### src/common/can_frame_pkg.sv
`default_nettype none

// ==================================================
// Frame-level types of the decoder
// ==================================================
package can_frame_pkg;

	// Result widths
	localparam int frame_id_width = 29;	// 11 base + 18 extension
	localparam int dlc_width = 4;
	localparam int payload_width = 64;	// Eight bytes, right aligned
	localparam int crc_width = 15;

	typedef logic [frame_id_width-1:0] frame_id_t;
	typedef logic [dlc_width-1:0] dlc_t;
	typedef logic [payload_width-1:0] payload_t;
	typedef logic [crc_width-1:0] crc_t;

	// CAN CRC-15 generator, x^15 term implicit
	localparam crc_t crc_poly = 15'h4599;

	// Frame walk, st_id_a up to st_crc_delim is the stuffed region
	typedef enum logic [4:0] {
		st_idle, st_id_a, st_rtr_srr, st_ide, st_id_b, st_rtr,
		st_res1, st_res0, st_dlc, st_data, st_crc, st_crc_delim,
		st_ack_slot, st_ack_delim, st_eof, st_intermission, st_recover
	} frame_state_t;

	// Error classes, one per failed frame
	typedef enum logic [2:0] {
		err_none, err_stuff, err_crc, err_form, err_ack
	} error_code_t;

endpackage

`default_nettype wire

### src/common/can_bus_pkg.sv
`default_nettype none

// ==================================================
// Bit-level constants of the CAN bus
// ==================================================
package can_bus_pkg;

	// Bit stuffing
	localparam int stuff_run_len = 5;	// Equal bits before a stuff bit

	// Field lengths in bits
	localparam int id_a_len = 11;		// Base identifier
	localparam int id_b_len = 18;		// Identifier extension
	localparam int dlc_len = 4;			// Data length code
	localparam int crc_len = 15;		// CRC sequence

	// Frame tail
	localparam int eof_len = 7;			// End of frame, all recessive
	localparam int intermission_len = 2;	// Third bit may already be the next SOF

	// Error recovery
	localparam int bus_idle_len = 11;	// Recessive bits that mark a free bus

	// Payload limit
	localparam int max_data_bytes = 8;	// DLC values above this are clipped

endpackage

`default_nettype wire
### src/can_decoder_top.sv
`timescale 1ns/100ps
`default_nettype none

module can_decoder_top (
	input logic clock,
	input logic reset,
	input logic rx_bit,				// Bus level, 1 = recessive
	input logic sample_point,		// One strobe per bit time
	output logic frame_valid,
	output can_frame_pkg::frame_id_t frame_id,
	output logic frame_ide,
	output logic frame_rtr,
	output can_frame_pkg::dlc_t frame_dlc,
	output can_frame_pkg::payload_t frame_data,
	output logic error_valid,
	output can_frame_pkg::error_code_t error_code
);
	import can_frame_pkg::*;

	// Destuffer to FSM
	logic bit_valid;
	logic bit_value;
	logic bit_stuffed;
	logic stuff_error;
	logic stuff_enable;		// Back from the FSM

	// FSM to CRC
	logic crc_clear;
	logic crc_shift;
	logic crc_bit;
	crc_t crc_value;

	// ==================================================
	// Stage 1, sample and destuff
	// ==================================================
	can_bit_destuff u_destuff (
		.clock(clock),
		.reset(reset),
		.rx_bit(rx_bit),
		.sample_point(sample_point),
		.stuff_enable(stuff_enable),
		.bit_valid(bit_valid),
		.bit_value(bit_value),
		.bit_stuffed(bit_stuffed),
		.stuff_error(stuff_error)
	);

	// ==================================================
	// Stage 2, frame FSM with its CRC
	// ==================================================
	can_frame_fsm u_fsm (
		.clock(clock),
		.reset(reset),
		.bit_valid(bit_valid),
		.bit_value(bit_value),
		.bit_stuffed(bit_stuffed),
		.stuff_error(stuff_error),
		.crc_value(crc_value),
		.stuff_enable(stuff_enable),
		.crc_clear(crc_clear),
		.crc_shift(crc_shift),
		.crc_bit(crc_bit),
		.frame_valid(frame_valid),
		.frame_id(frame_id),
		.frame_ide(frame_ide),
		.frame_rtr(frame_rtr),
		.frame_dlc(frame_dlc),
		.frame_data(frame_data),
		.error_valid(error_valid),
		.error_code(error_code)
	);

	can_crc15 u_crc (
		.clock(clock),
		.reset(reset),
		.crc_clear(crc_clear),
		.crc_shift(crc_shift),
		.crc_bit(crc_bit),
		.crc_value(crc_value)	// Ready one cycle after each shift
	);

endmodule

`default_nettype wire

### src/decoder/can_frame_fsm.sv
`timescale 1ns/100ps
`default_nettype none

module can_frame_fsm (
	input logic clock,
	input logic reset,
	input logic bit_valid,
	input logic bit_value,
	input logic bit_stuffed,
	input logic stuff_error,
	input can_frame_pkg::crc_t crc_value,
	output logic stuff_enable,
	output logic crc_clear,
	output logic crc_shift,
	output logic crc_bit,
	output logic frame_valid,
	output can_frame_pkg::frame_id_t frame_id,
	output logic frame_ide,
	output logic frame_rtr,
	output can_frame_pkg::dlc_t frame_dlc,
	output can_frame_pkg::payload_t frame_data,
	output logic error_valid,
	output can_frame_pkg::error_code_t error_code
);
	import can_bus_pkg::*;
	import can_frame_pkg::*;

	frame_state_t state, next_state;
	logic [5:0] cnt, next_cnt;	// Shared bit counter
	error_code_t bit_error;
	logic frame_done;
	logic take;					// Real frame bit, stuff bits dropped

	// Field capture
	frame_id_t id_shift;		// Base bits land low first
	logic rtr_srr;				// RTR in base frames, SRR in extended
	logic ide;
	logic rtr;
	dlc_t dlc;
	dlc_t dlc_full;
	dlc_t dlc_clip;
	logic [6:0] data_bits;		// Payload length in bits
	payload_t payload;
	crc_t rx_crc;

	assign take = bit_valid & ~bit_stuffed & ~stuff_error;
	assign dlc_full = {dlc[dlc_width-2:0], bit_value};
	assign dlc_clip = (dlc_full > dlc_t'(max_data_bytes)) ? dlc_t'(max_data_bytes) : dlc_full;
	assign data_bits = {dlc, 3'b000};

	// Destuffer and CRC side
	assign stuff_enable = (state inside {[st_id_a:st_crc_delim]});
	assign crc_clear = take & (state == st_idle) & ~bit_value;	// SOF
	assign crc_shift = take & (state inside {[st_id_a:st_data]});
	assign crc_bit = bit_value;

	// ==================================================
	// Next state and bit checks
	// ==================================================
	always_comb
	begin
		next_state = state;
		next_cnt = cnt;
		bit_error = err_none;
		frame_done = 1'b0;
		if (bit_valid && stuff_error)
			bit_error = err_stuff;
		else if (take)
		begin
			next_cnt = cnt + 6'd1;
			case (state)
				st_idle:
					if (!bit_value)
					begin
						next_state = st_id_a;	// Dominant SOF
						next_cnt = '0;
					end
				st_id_a:
					if (cnt == 6'(id_a_len - 1))
						next_state = st_rtr_srr;
				st_rtr_srr:
					next_state = st_ide;
				st_ide:
					if (!bit_value)
						next_state = st_res0;	// Base frame, r0 follows
					else if (!rtr_srr)
						bit_error = err_form;	// SRR must be recessive
					else
					begin
						next_state = st_id_b;
						next_cnt = '0;
					end
				st_id_b:
					if (cnt == 6'(id_b_len - 1))
						next_state = st_rtr;
				st_rtr:
					next_state = st_res1;
				st_res1:
					next_state = st_res0;
				st_res0:
				begin
					next_state = st_dlc;
					next_cnt = '0;
				end
				st_dlc:
					if (cnt == 6'(dlc_len - 1))
					begin
						next_cnt = '0;
						next_state = (rtr || dlc_clip == '0) ? st_crc : st_data;
					end
				st_data:
					if ({1'b0, cnt} == data_bits - 7'd1)
					begin
						next_state = st_crc;
						next_cnt = '0;
					end
				st_crc:
					if (cnt == 6'(crc_len - 1))
						next_state = st_crc_delim;
				st_crc_delim:
					if (rx_crc != crc_value)
						bit_error = err_crc;
					else if (!bit_value)
						bit_error = err_form;
					else
						next_state = st_ack_slot;
				st_ack_slot:
					if (bit_value)
						bit_error = err_ack;	// Nobody acknowledged
					else
						next_state = st_ack_delim;
				st_ack_delim:
					if (!bit_value)
						bit_error = err_form;
					else
					begin
						next_state = st_eof;
						next_cnt = '0;
					end
				st_eof:
					if (!bit_value)
						bit_error = err_form;
					else if (cnt == 6'(eof_len - 1))
					begin
						frame_done = 1'b1;
						next_state = st_intermission;
						next_cnt = '0;
					end
				st_intermission:
					if (!bit_value)
						bit_error = err_form;	// No overload frames here
					else if (cnt == 6'(intermission_len - 1))
						next_state = st_idle;
				st_recover:
					if (!bit_value)
						next_cnt = '0;			// Bus still busy
					else if (cnt == 6'(bus_idle_len - 1))
						next_state = st_idle;
				default:
					next_state = st_idle;
			endcase
		end
		if (bit_error != err_none)
		begin
			next_state = st_recover;
			next_cnt = '0;
		end
	end

	// State, counter and result pulses
	always_ff @(posedge clock or posedge reset)
	begin
		if (reset)
		begin
			state <= st_idle;
			cnt <= '0;
			frame_valid <= 1'b0;
			error_valid <= 1'b0;
			error_code <= err_none;
		end
		else
		begin
			state <= next_state;
			cnt <= next_cnt;
			frame_valid <= frame_done;
			error_valid <= (bit_error != err_none);
			if (bit_error != err_none)
				error_code <= bit_error;
		end
	end

	// ==================================================
	// Field capture and held results
	// ==================================================
	always_ff @(posedge clock)
	begin
		if (take)
		begin
			case (state)
				st_id_a, st_id_b:
					id_shift <= {id_shift[frame_id_width-2:0], bit_value};
				st_rtr_srr:
					rtr_srr <= bit_value;
				st_ide:
				begin
					ide <= bit_value;
					rtr <= rtr_srr;		// Final for base frames
				end
				st_rtr:
					rtr <= bit_value;
				st_dlc:
					dlc <= (cnt == 6'(dlc_len - 1)) ? dlc_clip : dlc_full;
				st_data:
					payload <= {payload[payload_width-2:0], bit_value};
				st_crc:
					rx_crc <= {rx_crc[crc_width-2:0], bit_value};
				default:
					;
			endcase
			if (state == st_dlc && next_state == st_data)
				payload <= '0;			// Short payloads come out right aligned
		end
		if (frame_done)
		begin
			frame_id <= ide ? id_shift : {id_shift[id_a_len-1:0], {id_b_len{1'b0}}};
			frame_ide <= ide;
			frame_rtr <= rtr;
			frame_dlc <= dlc;
			frame_data <= payload;	// Unchanged when no data field was received
		end
	end

endmodule

`default_nettype wire

### src/can_crc15.sv
`timescale 1ns/100ps
`default_nettype none

module can_crc15 (
	input logic clock,
	input logic reset,
	input logic crc_clear,		// Start of frame
	input logic crc_shift,		// One destuffed frame bit
	input logic crc_bit,
	output can_frame_pkg::crc_t crc_value
);
	import can_frame_pkg::*;

	logic feedback;

	// MSB out, compared against the incoming bit
	assign feedback = crc_value[crc_width-1] ^ crc_bit;

	// ==================================================
	// LFSR, one step per frame bit
	// ==================================================
	always_ff @(posedge clock or posedge reset)
	begin
		if (reset)
			crc_value <= '0;
		else if (crc_clear)
			crc_value <= '0;	// A zero SOF leaves a zero register unchanged
		else if (crc_shift)
			crc_value <= {crc_value[crc_width-2:0], 1'b0} ^ (feedback ? crc_poly : '0);
	end

endmodule

`default_nettype wire

### src/can_bit_destuff.sv
`timescale 1ns/100ps
`default_nettype none

module can_bit_destuff (
	input logic clock,
	input logic reset,
	input logic rx_bit,			// 1 = recessive
	input logic sample_point,	// One strobe per bit time
	input logic stuff_enable,	// From the frame FSM
	output logic bit_valid,
	output logic bit_value,
	output logic bit_stuffed,
	output logic stuff_error
);
	import can_bus_pkg::*;

	logic run_bit;			// Level of the current run
	logic [2:0] run_len;	// Equal bits seen so far
	logic run_full;
	logic is_stuff;
	logic is_sixth;

	assign run_full = (run_len == 3'(stuff_run_len));
	assign is_stuff = stuff_enable & run_full & (rx_bit != run_bit);	// Opposite bit ends the run
	assign is_sixth = stuff_enable & run_full & (rx_bit == run_bit);	// Sixth equal bit

	// ==================================================
	// Run history and flags
	// ==================================================
	always_ff @(posedge clock or posedge reset)
	begin
		if (reset)
		begin
			bit_valid <= 1'b0;
			bit_stuffed <= 1'b0;
			stuff_error <= 1'b0;
			run_bit <= 1'b1;
			run_len <= '0;
		end
		else
		begin
			bit_valid <= sample_point;	// One cycle behind the strobe
			bit_stuffed <= sample_point & is_stuff;
			stuff_error <= sample_point & is_sixth;
			if (sample_point)
			begin
				if (!stuff_enable || is_stuff || (rx_bit != run_bit))
				begin
					run_bit <= rx_bit;	// Outside stuffing only the last bit counts, SOF included
					run_len <= 3'd1;
				end
				else if (!run_full)
					run_len <= run_len + 3'd1;
			end
		end
	end

	// Sampled level
	always_ff @(posedge clock)
	begin
		if (sample_point)
			bit_value <= rx_bit;
	end

endmodule

`default_nettype wire

### config.mk
export PLATFORM = sky130hd
export DESIGN_NAME = can_decoder_top
export DESIGN_NICKNAME = d
export VERILOG_FILES = /design/src/common/can_frame_pkg.sv /design/src/common/can_bus_pkg.sv /design/src/can_decoder_top.sv /design/src/decoder/can_frame_fsm.sv /design/src/can_crc15.sv /design/src/can_bit_destuff.sv
export SDC_FILE = /design/constraint.sdc
export NUM_CORES = 1
export LEC_CHECK = 0
export ABC_AREA = 0
export BUFFER_PORTS_ARGS = -buffer_cell sky130_fd_sc_hd__buf_4
export CORE_MARGIN = 8
export CORE_UTILIZATION = 53
export DETAILED_ROUTE_END_ITERATION = 6
export GPL_TIMING_DRIVEN = 1
export PLACE_DENSITY_LB_ADDON = 0.08
export SKIP_LAST_GASP = 1
export SYNTH_ARGS = -nofsm -noshare
export SYNTH_HDL_FRONTEND = slang
export SYNTH_SLANG_ARGS = --single-unit
### constraint.sdc
create_clock -name clock -period 3.8 [get_ports clock]
set_clock_uncertainty 0.2 [all_clocks]
set_input_delay 0 -clock clock [delete_from_list [all_inputs] [get_ports clock]]
set_output_delay 0 -clock clock [all_outputs]
set_load 0.03 [all_outputs]
Yosys cells after proc, flatten, opt, wreduce, memory -nomap -nowiden:

Cells that the tools add are included.
Widths: inputs -> output; s select.

* output and inout bits: 104
* register bits after elaboration: 253

* $lt $le $gt $ge: 4
* multiplexer cells: 58
* equal/unequal tests: 30
* reductions and logical operators: 28
* $add $sub $neg: 3
* bitwise gates (word level): 15

Operators by type and width (count)
* $mux 5: 21
* $pmux 5 s17: 1
* $mux 6: 11
* $mux 64: 1
* $eq 5x4->1 const B: 9
* $mux 15: 3
* $pmux 6 s7: 1
* $mux 29: 1
* $mux 3: 7
* $eq 5x3->1 const B: 4
* $reduce_and 2->1: 10
* $ne 15x15->1: 1
* $xor 15x15->15: 1
* $eq 6x4->1 const B: 2
* $pmux 3 s4: 1
* $and 1x1->1: 10
* $eq 5x2->1 const B: 2
* $le 5x4->1 const B: 2
* $mux 4: 2
* $reduce_bool 2->1: 4
* $eq 6x7->1: 1
* $sub 7x1->7 const B: 1
* $add 6x1->6 const B: 1
* $eq 6x1->1 const B: 1
* 25 further kinds: 40

Longest topological paths before layout:

Gate-level depths: netlist (run 1).

* depth in word-level cells: 14
* mapped depth: 10
* gate-level depth less buffers: 8

Modules after synthesis:

From an unflattened synthesis (run 1), not the netlist that was laid out.

* cell total of the unflattened synthesis: 670
* area total of the unflattened synthesis: 10093.4 um^2

By module, submodules not included
* can_frame_fsm: cells an instance 569, instances 1, area an instance 9003.6 um^2
* can_crc15: cells an instance 72, instances 1, area an instance 735.7 um^2
* can_bit_destuff: cells an instance 29, instances 1, area an instance 354.1 um^2

Least setup slack after synthesis (run 1):

No wires, ideal clock.

* path type: reg-to-reg
* start point: register u_fsm.cnt[0]
* end point: register u_fsm.frame_data[0], enable pin
* setup time: 0.470 ns
* required time: 3.130 ns
* setup slack: -0.378 ns
* arrival time: 3.508 ns
* cell stages (with the launch flop): 6
* cells stage by stage: dfrtp_1 -> inv_1 -> ha_1 -> nor3b_2 -> and4b_1 -> and3_1

* cells in the longest elaborated chain, start to end: 6

RTL lines
* from (decl): RTL line can_frame_fsm.sv:29 `logic [5:0] cnt, next_cnt;`
* from (signal assigned): RTL line can_frame_fsm.sv:184 `cnt <= next_cnt;`
* $eq 6x3->1: RTL line can_frame_fsm.sv:143 `else if (cnt == 6'(eof_len - 1))`
* $mux 1: RTL line can_frame_fsm.sv:143
* $mux 1: RTL line can_frame_fsm.sv:141 `if (!bit_value)`
* $mux 1: RTL line can_frame_fsm.sv:71 `case (state)`
* $mux 1: RTL line can_frame_fsm.sv:68 `else if (take)`
* $mux 1: RTL line can_frame_fsm.sv:66 `if (bit_valid && stuff_error)`
* net u_fsm.frame_done: RTL line can_frame_fsm.sv:31 `logic frame_done;`
* to (signal assigned): RTL line can_frame_fsm.sv:229 `frame_data <= payload;`
* to (decl): RTL line can_frame_fsm.sv:21 `output can_frame_pkg::payload_t frame_data,`

The timed path passes the listed nets, and every way through them passes these cells.
A chain may end at the register's enable or synchronous reset.

Final worst setup path (run 1):

* start point: register u_fsm.state[1]
* end point: register u_fsm.payload[29] (data pin)

* cells in the longest elaborated chain, start to end: 9
* elaborated cells between the ends (all ways): 46
* those cells by class: 17 x eq/ne; 25 x mux; 4 x reduce/logical

RTL lines
* from (decl): RTL line can_frame_fsm.sv:28 `frame_state_t state, next_state;`
* from (signal assigned): RTL line can_frame_fsm.sv:175 `state <= st_idle;`
* from (signal assigned): RTL line can_frame_fsm.sv:183 `state <= next_state;`
* $eq 5x4->1: RTL line can_frame_fsm.sv:71
* $reduce_or 3->1 (no source line)
* $pmux 3 s4: RTL line can_frame_fsm.sv:71
* $mux 3: RTL line can_frame_fsm.sv:68
* $mux 3: RTL line can_frame_fsm.sv:66
* $reduce_bool 3->1: RTL line can_frame_fsm.sv:163 `if (bit_error != err_none)`
* $mux 5: RTL line can_frame_fsm.sv:163
* $eq 5x4->1: RTL line can_frame_fsm.sv:220 `if (state == st_dlc && next_state == st_data)`
* $logic_and 1x1->1 (*): RTL line can_frame_fsm.sv:220
* to (signal assigned): RTL line can_frame_fsm.sv:214 `payload <= {payload[payload_width-2:0], bit_value};`
* to (decl): RTL line can_frame_fsm.sv:43 `payload_t payload;`

Mark *: on every way between the ends. The rest lies on a longest branch, timed or not.

==> flow_summary.json, run 1 <==
{
  "dieArea_um2": 23700,
  "antenna_found_initial": 0,
  "ios": 108,
  "combPwrFrac_pct": 20.5,
  "dieHeight_um": 154,
  "core.rowCount": 50,
  "grt_pass1_vias": 5850,
  "arrival_ns": 3.40,
  "routabilityCongestion": 0.839,
  "tightestPinTransition_ns": 0.932,
  "start_util_pct": 53.8,
  "fin_crit_sh_pct": 89.2,
  "clkLatencyLatePin_ns": 0.51,
  "outcome": "finished, final reports clean",
  "yosys.area.top_type": "edfxtp_1",
  "slew_headroom_pct": 37.5,
  "synth_seq_cells": 253,
  "power_density_nw_per_um2": 666,
  "fin_tns_setup_ns": 0,
  "layout-drive-gt1-share_pct": 25.5,
  "yosysSeqAreaShare_pct": 73.6,
  "dr.first_iter.drc_count": 439,
  "synth_edf_count": 215,
  "track_usage_pct": 16.5,
  "grt.overflow.total": 0,
  "p_clk_share_pct": 32.1,
  "path_clk_slew_ns": 0.06,
  "yosysWarnings": 0,
  "cellLeakagePower_nw": 4.35,
  "insertedDiodeCount": 0,
  "fmax_ghz": 0.295,
  "netSwitchingFraction_pct": 29.2,
  "finalPower_mw": 8.06,
  "syn_area_per_cell_um2": 15.5,
  "clock_path_buffers": 3,
  "postSynthCellCount": 650,
  "cp_slowest_stage_delay_ns": 0.67,
  "ant_nets": 0,
  "crit_chain": "or4_1 -> a31oi_1 -> a22o_1 -> a211oi_2 -> o211ai_4 -> buf_4 -> a21boi_0",
  "internal-power_mw": 5.70,
  "period_needed_ns": 3.39,
  "synth_flop_cell": "edfxtp_1",
  "required_ns": 3.81,
  "drtPass1Iterations": 5,
  "cts_buffers": 26,
  "nets": 780,
  "cpMaxStageDelayCell": "or4_1",
  "grt_pass1_wl_um": 32100,
  "yosysUniqueCellTypes": 65,
  "peakVddDrop_mv": 0.381,
  "drc": 0,
  "grt_max_degree": 101,
  "coreArea_um2": 18700,
  "netSwitchingPower_mw": 2.35,
  "syn_to_final_growth_pct": 20.1,
  "clkSinkCount": 253,
  "synth_area_um2": 10100,
  "worstPathMaxFanout": 65,
  "worstSetupPathType": "reg2reg",
  "wl_um": 19600,
  "root_buffer": "clkbuf_16",
  "power.share.sequential_pct": 47.4,
  "start_kind": "flop",
  "final_cell_mix": "edfxtp_1, buf_4, dfrtp_1, a21boi_1, nand2_1",
  "via_per_inst": 5.66,
  "hpwl_um": 12500,
  "setup_viol": 0,
  "rsz0062_at_grt": "false",
  "wl_per_cell_um": 19.2,
  "cts_tree": "yes",
  "cp_top_family": "compound AO/OA/AOI/OAI gates",
  "final-hold-violation-count": 0,
  "die_w_um": 154,
  "slew_violations": 0,
  "end_kind": "flop",
  "synth_nets": 660,
  "ys_async_sr_fraction_pct": 15.0,
  "netlist_top_cells_area": "edfxtp_1, dfrtp_1, a21boi_1, xnor2_1, a21boi_0",
  "port_buffers": 107,
  "htree_levels": 1,
  "path_buf_inv": 1,
  "synth_top_cell_area_share_pct": 64.1,
  "final_common_cell": "edfxtp_1",
  "num_vias": 5790,
  "hp-class": "in2reg",
  "maxCapViolCount": 0
}
power by group through the flow:
| stage | Sequential, mW | Clock [mW] | Combinational (mW) |
|---|---|---|---|
| 3_5_place_dp | 3.86 | 0 | 1.64 |
| 5_1_grt | 3.87 | 2.75 | 1.84 |
| 3_3_place_gp | 3.85 | 0 | 1.60 |
| 6_report | 3.82 | 2.59 | 1.65 |
| 4_1_cts | 3.82 | 2.66 | 1.66 |
| 2_1_floorplan | 3.75 | 0 | 1.34 |
synthesized netlist by cell type, drive strengths merged, types with 13 or more instances:
library cell / count
a21boi: 63
edfxtp: 215
xnor2: 25
inv: 13
nand2: 29
buf: 21
a22o: 16
nor3: 14
and2: 27
o21ai: 18
nor2: 17
dfrtp: 37
clkbuf: 16
a21oi: 19
nand3: 13
layout make-up:
class                           instances  area [µm²]
Sequential cell                       253        7410
Fill cell                            1393        6610
Multi-Input combinational cell        347        2460
Timing Repair Buffer                  129        1000
Clock buffer                           30         687
Tap cell                              234         293
Clock inverter                         17         199
Inverter                               13        48.8
flip-flops by register name, indices dropped and copies added (netlist names), 3 cells and up:
register / count
u_fsm.rx_crc: 15
u_fsm.payload: 64
u_crc.crc_value: 15
u_fsm.error_code: 3
u_fsm.frame_dlc: 4
u_fsm.frame_data: 64
u_fsm.dlc: 4
u_fsm.id_shift: 29
u_fsm.frame_id: 29
u_fsm.state: 5
u_fsm.cnt: 6
u_destuff.run_len: 3
layer usage:
| layer | track usage [%] | up-vias | wire length, µm |
|---|---|---|---|
| met4 | 4.15 | 0 | 362 |
| met3 | 3.50 | 36 | 1130 |
| met1 | 22.9 | 2859 | 8930 |
| met2 | 26.1 | 159 | 9190 |
| li1 | - | 2736 | - |
| met5 | 0 | - | 0 |
through the flow:
step	instance area, µm²	setup WS, ns	std cells	util, %	hold WS (ns)
after floorplan	10100	0.517	650	-	-0.169
after global placement	11200	0.289	972	59.7	-0.0506
after detailed placement	11200	0.301	972	59.7	-0.0394
after CTS	12100	0.256	1023	64.6	0.00484
after global routing	12100	0.201	1023	64.7	0.0177
final	12100	0.412	1023	64.7	0.0243
worst register-to-register path, cell delays in order (launching register included):
cell and delay, ns:
dfrtp_1 0.63, or4_1 0.67, a31oi_1 0.24, a22o_1 0.24, a211oi_2 0.07, o211ai_4 0.21
buf_4 0.59, a21boi_0 0.25
logic make-up (layout without fill, tap and decap cells):
logic type | Yosys count | after routing | share of synthesized area [%]
AO/OA/AOI/OAI | 147 | 147 | 11.0
XOR/XNOR | 29 | 29 | 2.52
adder cells (fa/ha/maj) | 6 | 6 | 0.745
buffers and inverters | 50 | 189 | 2.42
flip-flops | 253 | 253 | 73.6
multiplexers | 12 | 12 | 1.34
AND/OR/NAND/NOR | 153 | 153 | 8.39
repair_timing:
item / 4_1_cts / 5_1_grt
hold buffers: 4 / 0
setup buffers: 0 / 0
hold endpoints to repair: 47 / 0
setup endpoints to repair: 0 / 11
resized for setup: 0 / 1
final timing paths:
check                                       start                    to  slack (ns)  depth (start not counted)
worst max register to register     u_fsm.state[1]     u_fsm.payload[29]        0.41                          7
worst max-delay path               u_fsm.state[1]     u_fsm.payload[29]        0.41                          7
max in group asynchronous                   reset     u_destuff.run_bit        2.51                          5
worst min-delay path                 sample_point   u_destuff.bit_valid        0.02                          2
worst min register to register  u_fsm.payload[63]  u_fsm.frame_data[63]        0.22                          0
min in group asynchronous                   reset  u_destuff.run_len[1]        0.53                          5
Note: power is estimated with default switching activity, not from simulation.
==> run 2, diff against run 1 <==
--- a/config.mk
+++ b/config.mk
@@ -7,11 +7,13 @@
 export LEC_CHECK = 0
 export ABC_AREA = 0
 export BUFFER_PORTS_ARGS = -buffer_cell sky130_fd_sc_hd__buf_4
+export CAP_MARGIN = 20
 export CORE_MARGIN = 8
-export CORE_UTILIZATION = 53
+export CORE_UTILIZATION = 40
 export DETAILED_ROUTE_END_ITERATION = 6
 export GPL_TIMING_DRIVEN = 1
 export PLACE_DENSITY_LB_ADDON = 0.08
+export RECOVER_POWER = 50
 export SKIP_LAST_GASP = 1
 export SYNTH_ARGS = -nofsm -noshare
 export SYNTH_HDL_FRONTEND = slang
==> run 2 against run 1 <==
Effect of this change:
- the flow now finishes with violations (capacitance limit, slew limit)
- power rose by 2.9%
- non-clock buffer count rose by 5
- clock-buffer cell count fell by 2
- via count rose by 0.48%
- clock power rose by 8.1%
- cell count rose by 10%
- largest cell class unchanged
- highest routed layer unchanged
==> flow_summary.json, run 2 (same netlist as run 1, synthesis figures left out) <==
{
  "outcome": "finished, violations left",
  "failed_checks": "capacitance limit, slew limit",
  "clock_path_buffers": 3,
  "path_clk_slew_ns": 0.06,
  "port_buffers": 107,
  "grt_max_degree": 66,
  "fin_crit_sh_pct": 86.7,
  "ant_nets": 0,
  "slew_headroom_pct": -37.7,
  "peakVddDrop_mv": 0.384,
  "reg_top3": "u_fsm.frame_data: 64 flops, u_fsm.payload: 64 flops",
  "rsz0062_at_grt": "false",
  "clkLatencyLatePin_ns": 0.54,
  "maxCapViolCount": 1,
  "final_cell_mix": "edfxtp_1, clkbuf_1, dfrtp_1, a21boi_1, nand2_1",
  "n_fill_cell": 2229,
  "grt.overflow.total": 0,
  "hold_depth": 3,
  "power_density_nw_per_um2": 695,
  "htree_levels": 1,
  "root_buffer": "clkbuf_16",
  "worstSetupPathType": "reg2reg",
  "period_needed_ns": 3.29,
  "postLayoutCoreUtil_pct": 47.8,
  "required_ns": 3.80,
  "finalPower_mw": 8.29,
  "insertedDiodeCount": 0,
  "via_per_inst": 5.16,
  "arrival_ns": 3.29,
  "clkSinkCount": 253,
  "fmax_ghz": 0.304,
  "tightestPinTransition_ns": 2.07,
  "track_usage_pct": 13.1,
  "worstPathMaxFanout": 64,
  "layout-drive-gt1-share_pct": 11.9,
  "start_kind": "flop",
  "worst-r2r-cell-count": 8,
  "hp-class": "in2reg",
  "end_kind": "flop",
  "wl_um": 20600,
  "syn_to_final_growth_pct": 18.4,
  "cellLeakagePower_nw": 4.02,
  "antenna_found_initial": 0,
  "core.rowCount": 58,
  "coreArea_um2": 25000,
  "start_util_pct": 40.3,
  "fin_tns_setup_ns": 0,
  "dieArea_um2": 30500,
  "postCtsResizedCells": 0,
  "hpwl_um": 13200,
  "final_common_cell": "edfxtp_1",
  "nets": 786,
  "setup_viol": 0,
  "slew_violations": 39,
  "routabilityCongestion": 0.833,
  "dieHeight_um": 175,
  "grt_pass1_wl_um": 33000,
  "final-hold-violation-count": 0,
  "postCtsSetupRepairBufs": 0,
  "drc": 0,
  "drtPass1Iterations": 6,
  "num_vias": 5818,
  "die_w_um": 175,
  "wl_per_cell_um": 18.3,
  "ios": 108,
  "grt_pass1_vias": 5883,
  "hold_slack_ns": 0.135,
  "cts_hold_buf": 6,
  "dr.first_iter.drc_count": 519,
  "cts_buffers": 27,
  "cts_tree": "yes"
}
-- run 2: changes by cell type in the layout (fill, tap and decap cells not counted), sizes merged --
| cell | before | now |
|---|---|---|
| bufinv | 4 | 6 |
| buf | 125 | 16 |
| clkinv | 9 | 14 |
| clkbuf | 30 | 140 |
| dlygate4sd3 | 4 | 6 |
| clkinvlp | 4 | 1 |
| inv | 13 | 14 |
-- run 2: metal layers --
| layer | track usage (%) | up-vias | share of wire [%] |
|---|---|---|---|
| met5 | 0 | - | 0 |
| met4 | 3.53 | 0 | 1.9 |
| met3 | 3.22 | 30 | 5.3 |
| met2 | 21.1 | 142 | 47 |
| met1 | 17.5 | 2907 | 46 |
| li1 | - | 2739 | - |
-- run 2: final cells by class --
type | instances | area, µm² | area share [%]
flip-flops and latches | 253 | 7410 | 62.1
multi-input cells | 347 | 2440 | 20.5
clock buffers | 28 | 679 | 5.70
repair buffers | 134 | 654 | 5.49
well taps | 330 | 413 | 3.46
clock inverters | 22 | 279 | 2.34
inverters | 13 | 48.8 | 0.409
-- run 2: final timing paths --
| path | slack (ns) | from | to |
|---|---|---|---|
| min | 0.14 | rx_bit | u_destuff.run_bit |
| min reg2reg | 0.22 | u_fsm.payload[63] | u_fsm.frame_data[63] |
| max in group asynchronous | 1.08 | reset | u_destuff.run_len[0] |
| max | 0.51 | u_fsm.state[2] | u_fsm.payload[2] |
| max reg2reg | 0.51 | u_fsm.state[2] | u_fsm.payload[2] |
| min in group asynchronous | 1.14 | reset | u_crc.crc_value[6] |
-- run 2: where the power goes --
| part | total, mW | internal [mW] | switching, mW |
|---|---|---|---|
| registers | 3.83 | 3.51 | 0.326 |
| logic | 1.66 | 0.631 | 1.03 |
| clock network | 2.80 | 1.72 | 1.08 |
-- run 2: stage by stage --
stage / std cells / worst slack, ns / area (µm²)
after floorplan: 650 / 0.517 / 10100
after global placement: 1071 / 0.608 / 11300
after detailed placement: 1071 / 0.595 / 11300
after CTS: 1127 / 0.560 / 12300
after global routing: 1127 / 0.209 / 11900
final: 1127 / 0.506 / 11900
-- run 2: worst max-delay path, cell delays in order, from the launching register on --
cell and delay [ns]:
dfrtp_1 0.62, clkbuf_1 0.37, nand2_1 0.24, nor3_1 0.49, and2_1 0.20, o41ai_1 0.12, o211ai_4 0.14, a22o_2 0.20
buf_12 0.30
==> run 3, diff against run 2 <==
--- a/config.mk
+++ b/config.mk
@@ -9,7 +9,8 @@
 export BUFFER_PORTS_ARGS = -buffer_cell sky130_fd_sc_hd__buf_4
 export CAP_MARGIN = 20
 export CORE_MARGIN = 8
-export CORE_UTILIZATION = 40
+export CORE_UTILIZATION = 35
+export CTS_CLUSTER_DIAMETER = 120
 export DETAILED_ROUTE_END_ITERATION = 6
 export GPL_TIMING_DRIVEN = 1
 export PLACE_DENSITY_LB_ADDON = 0.08
==> run 3 against run 2 <==
Effect of this change:
- the flow still finishes with violations (capacitance limit, slew limit)
- largest power group unchanged
- largest cell class unchanged
- routed wire length increased by 2.2%
- worst setup slack got worse by 0.059 ns
- design area decreased by 1.2%
- worst hold slack got worse by 0.053 ns
==> flow_summary.json, run 3 (same netlist as run 1, synthesis figures left out) <==
{
  "outcome": "finished, violations left",
  "failed_checks": "capacitance limit, slew limit",
  "cts_tree": "yes",
  "insertedDiodeCount": 0,
  "drc": 0,
  "period_needed_ns": 3.35,
  "worstPathMaxFanout": 64,
  "grt_pass1_wl_um": 33200,
  "nets": 780,
  "n_fill_cell": 2729,
  "dr_wl_met3_um": 1270,
  "reg2reg_slack_ns": 0.45,
  "fmax_ghz": 0.298,
  "finalWorstSetupSlack_ns": 0.447,
  "clkSinkCount": 253,
  "slew_violations": 39,
  "port_buffers": 107,
  "crit_end": "u_fsm.payload[27]",
  "layout-drive-gt1-share_pct": 10.4,
  "power_density_nw_per_um2": 662,
  "dieHeight_um": 186,
  "syn_to_final_growth_pct": 17.0,
  "r2r_end": "u_fsm.payload[27]",
  "antenna_found_initial": 0,
  "cts_buffers": 26,
  "wl_um": 21000,
  "track_usage_pct": 12.0,
  "maxCapViolCount": 1,
  "fin_tns_setup_ns": 0,
  "grt.overflow.total": 0,
  "hp-class": "in2reg",
  "die_w_um": 186,
  "htree_levels": 1,
  "root_buffer": "clkbuf_16",
  "clkLatencyLatePin_ns": 0.53,
  "peakVddDrop_mv": 0.290,
  "coreArea_um2": 28500,
  "grt_max_degree": 101,
  "clock_path_buffers": 3,
  "wl_met2_um": 9760,
  "start_kind": "flop",
  "worst-r2r-cell-count": 8,
  "dieArea_um2": 34500,
  "fin_crit_sh_pct": 88.2,
  "postLayoutCoreUtil_pct": 41.3,
  "ant_nets": 0,
  "final-hold-violation-count": 0,
  "final_cell_mix": "edfxtp_1, clkbuf_1, dfrtp_1, a21boi_1, nand2_1",
  "wirelength_met1_um": 9570,
  "cellLeakagePower_nw": 3.90,
  "required_ns": 3.80,
  "dr.first_iter.drc_count": 285,
  "final_common_cell": "edfxtp_1",
  "hpwl_um": 12900,
  "ios": 108,
  "crit_path_start": "u_fsm.state[2]",
  "wl_per_cell_um": 17.9,
  "rsz0062_at_grt": "false",
  "setup_viol": 0,
  "grt_pass1_vias": 5858,
  "slew_headroom_pct": -50.5,
  "end_kind": "flop",
  "path_clk_slew_ns": 0.06,
  "postCtsSetupRepairBufs": 0,
  "highest_layer": "met4",
  "reg_top3": "u_fsm.frame_data: 64 flops, u_fsm.payload: 64 flops",
  "worstSetupPathType": "reg2reg",
  "via_per_inst": 4.90,
  "routabilityCongestion": 0.821,
  "num_vias": 5745,
  "start_util_pct": 35.3,
  "arrival_ns": 3.35,
  "preCtsSetupSlack_ns": 0.621,
  "drtPass1Iterations": 4,
  "tightestPinTransition_ns": 2.26,
  "core.rowCount": 62,
  "regToRegStartpoint": "u_fsm.state[2]"
}
-- run 3: cell count changes in the layout (fill, tap and decap cells not counted), moves of 2 or more --
cell	delta
clkinv_4	-2
clkinv_2	-4
buf_4	-2
clkinv_1	+5
bufinv_16	-5
-- run 3: through the flow --
stage / cell area, µm² / cells / total power [mW] / hold slack [ns]
6_report: 11800 / 1172 / 7.80 / 0.0822
5_1_grt: 11800 / 1172 / 8.24 / 0.0703
4_1_cts: 12200 / 1172 / 7.94 / 0.0159
3_5_place_dp: 11400 / 1121 / 5.55 / -0.0243
3_3_place_gp: 11400 / 1121 / 5.53 / -0.0368
2_1_floorplan: 10100 / 650 / 5.09 / -0.169
-- run 3: layout make-up --
class                      instances  area (µm²)  share of cell area [%]
clock inverter                    17         114                   0.967
inverter                          13        48.8                   0.414
multi-input combinational        347        2440                    20.8
timing repair buffer             129         622                    5.28
clock buffer                      29         662                    5.62
sequential                       253        7410                    62.9
tap                              384         480                    4.08
-- run 3: timing repair --
action                    CTS  global route
hold buffers                5             0
resized for setup           0             0
hold endpoints to repair   47             0
-- run 3: metal layers --
metal  vias to the layer above  GRT usage, %
met5                         -             0
met2                       147          19.1
li1                       2714             -
met3                        40          2.30
met1                      2844          16.3
met4                         0          3.81
-- run 3: worst min-delay path by stage --
stage,from,to,slack (ns),cells after the start
floorplan,sample_point,u_destuff.bit_valid,-0.17,0
global placement,reset,u_crc.crc_value[12],-0.04,3
detailed placement,reset,u_crc.crc_value[12],-0.02,3
CTS,rx_bit,u_destuff.bit_value,0.02,2
global route,rx_bit,u_destuff.bit_value,0.07,2
finish,rx_bit,u_destuff.bit_value,0.08,2
-- run 3: power breakdown --
part           total (mW)  switching [mW]  internal (mW)
clock network        2.34            1.03           1.31
registers            3.81           0.310           3.50
logic                1.65            1.02          0.630
-- run 3: critical path, cell delays in order, from the launching register on --
cell and delay (ns):
dfrtp_1 0.34, clkbuf_1 0.71, nand2_1 0.26, nor3_1 0.47
and2_1 0.21, o41ai_1 0.13, o211ai_4 0.14, a22o_2 0.20
buf_12 0.31
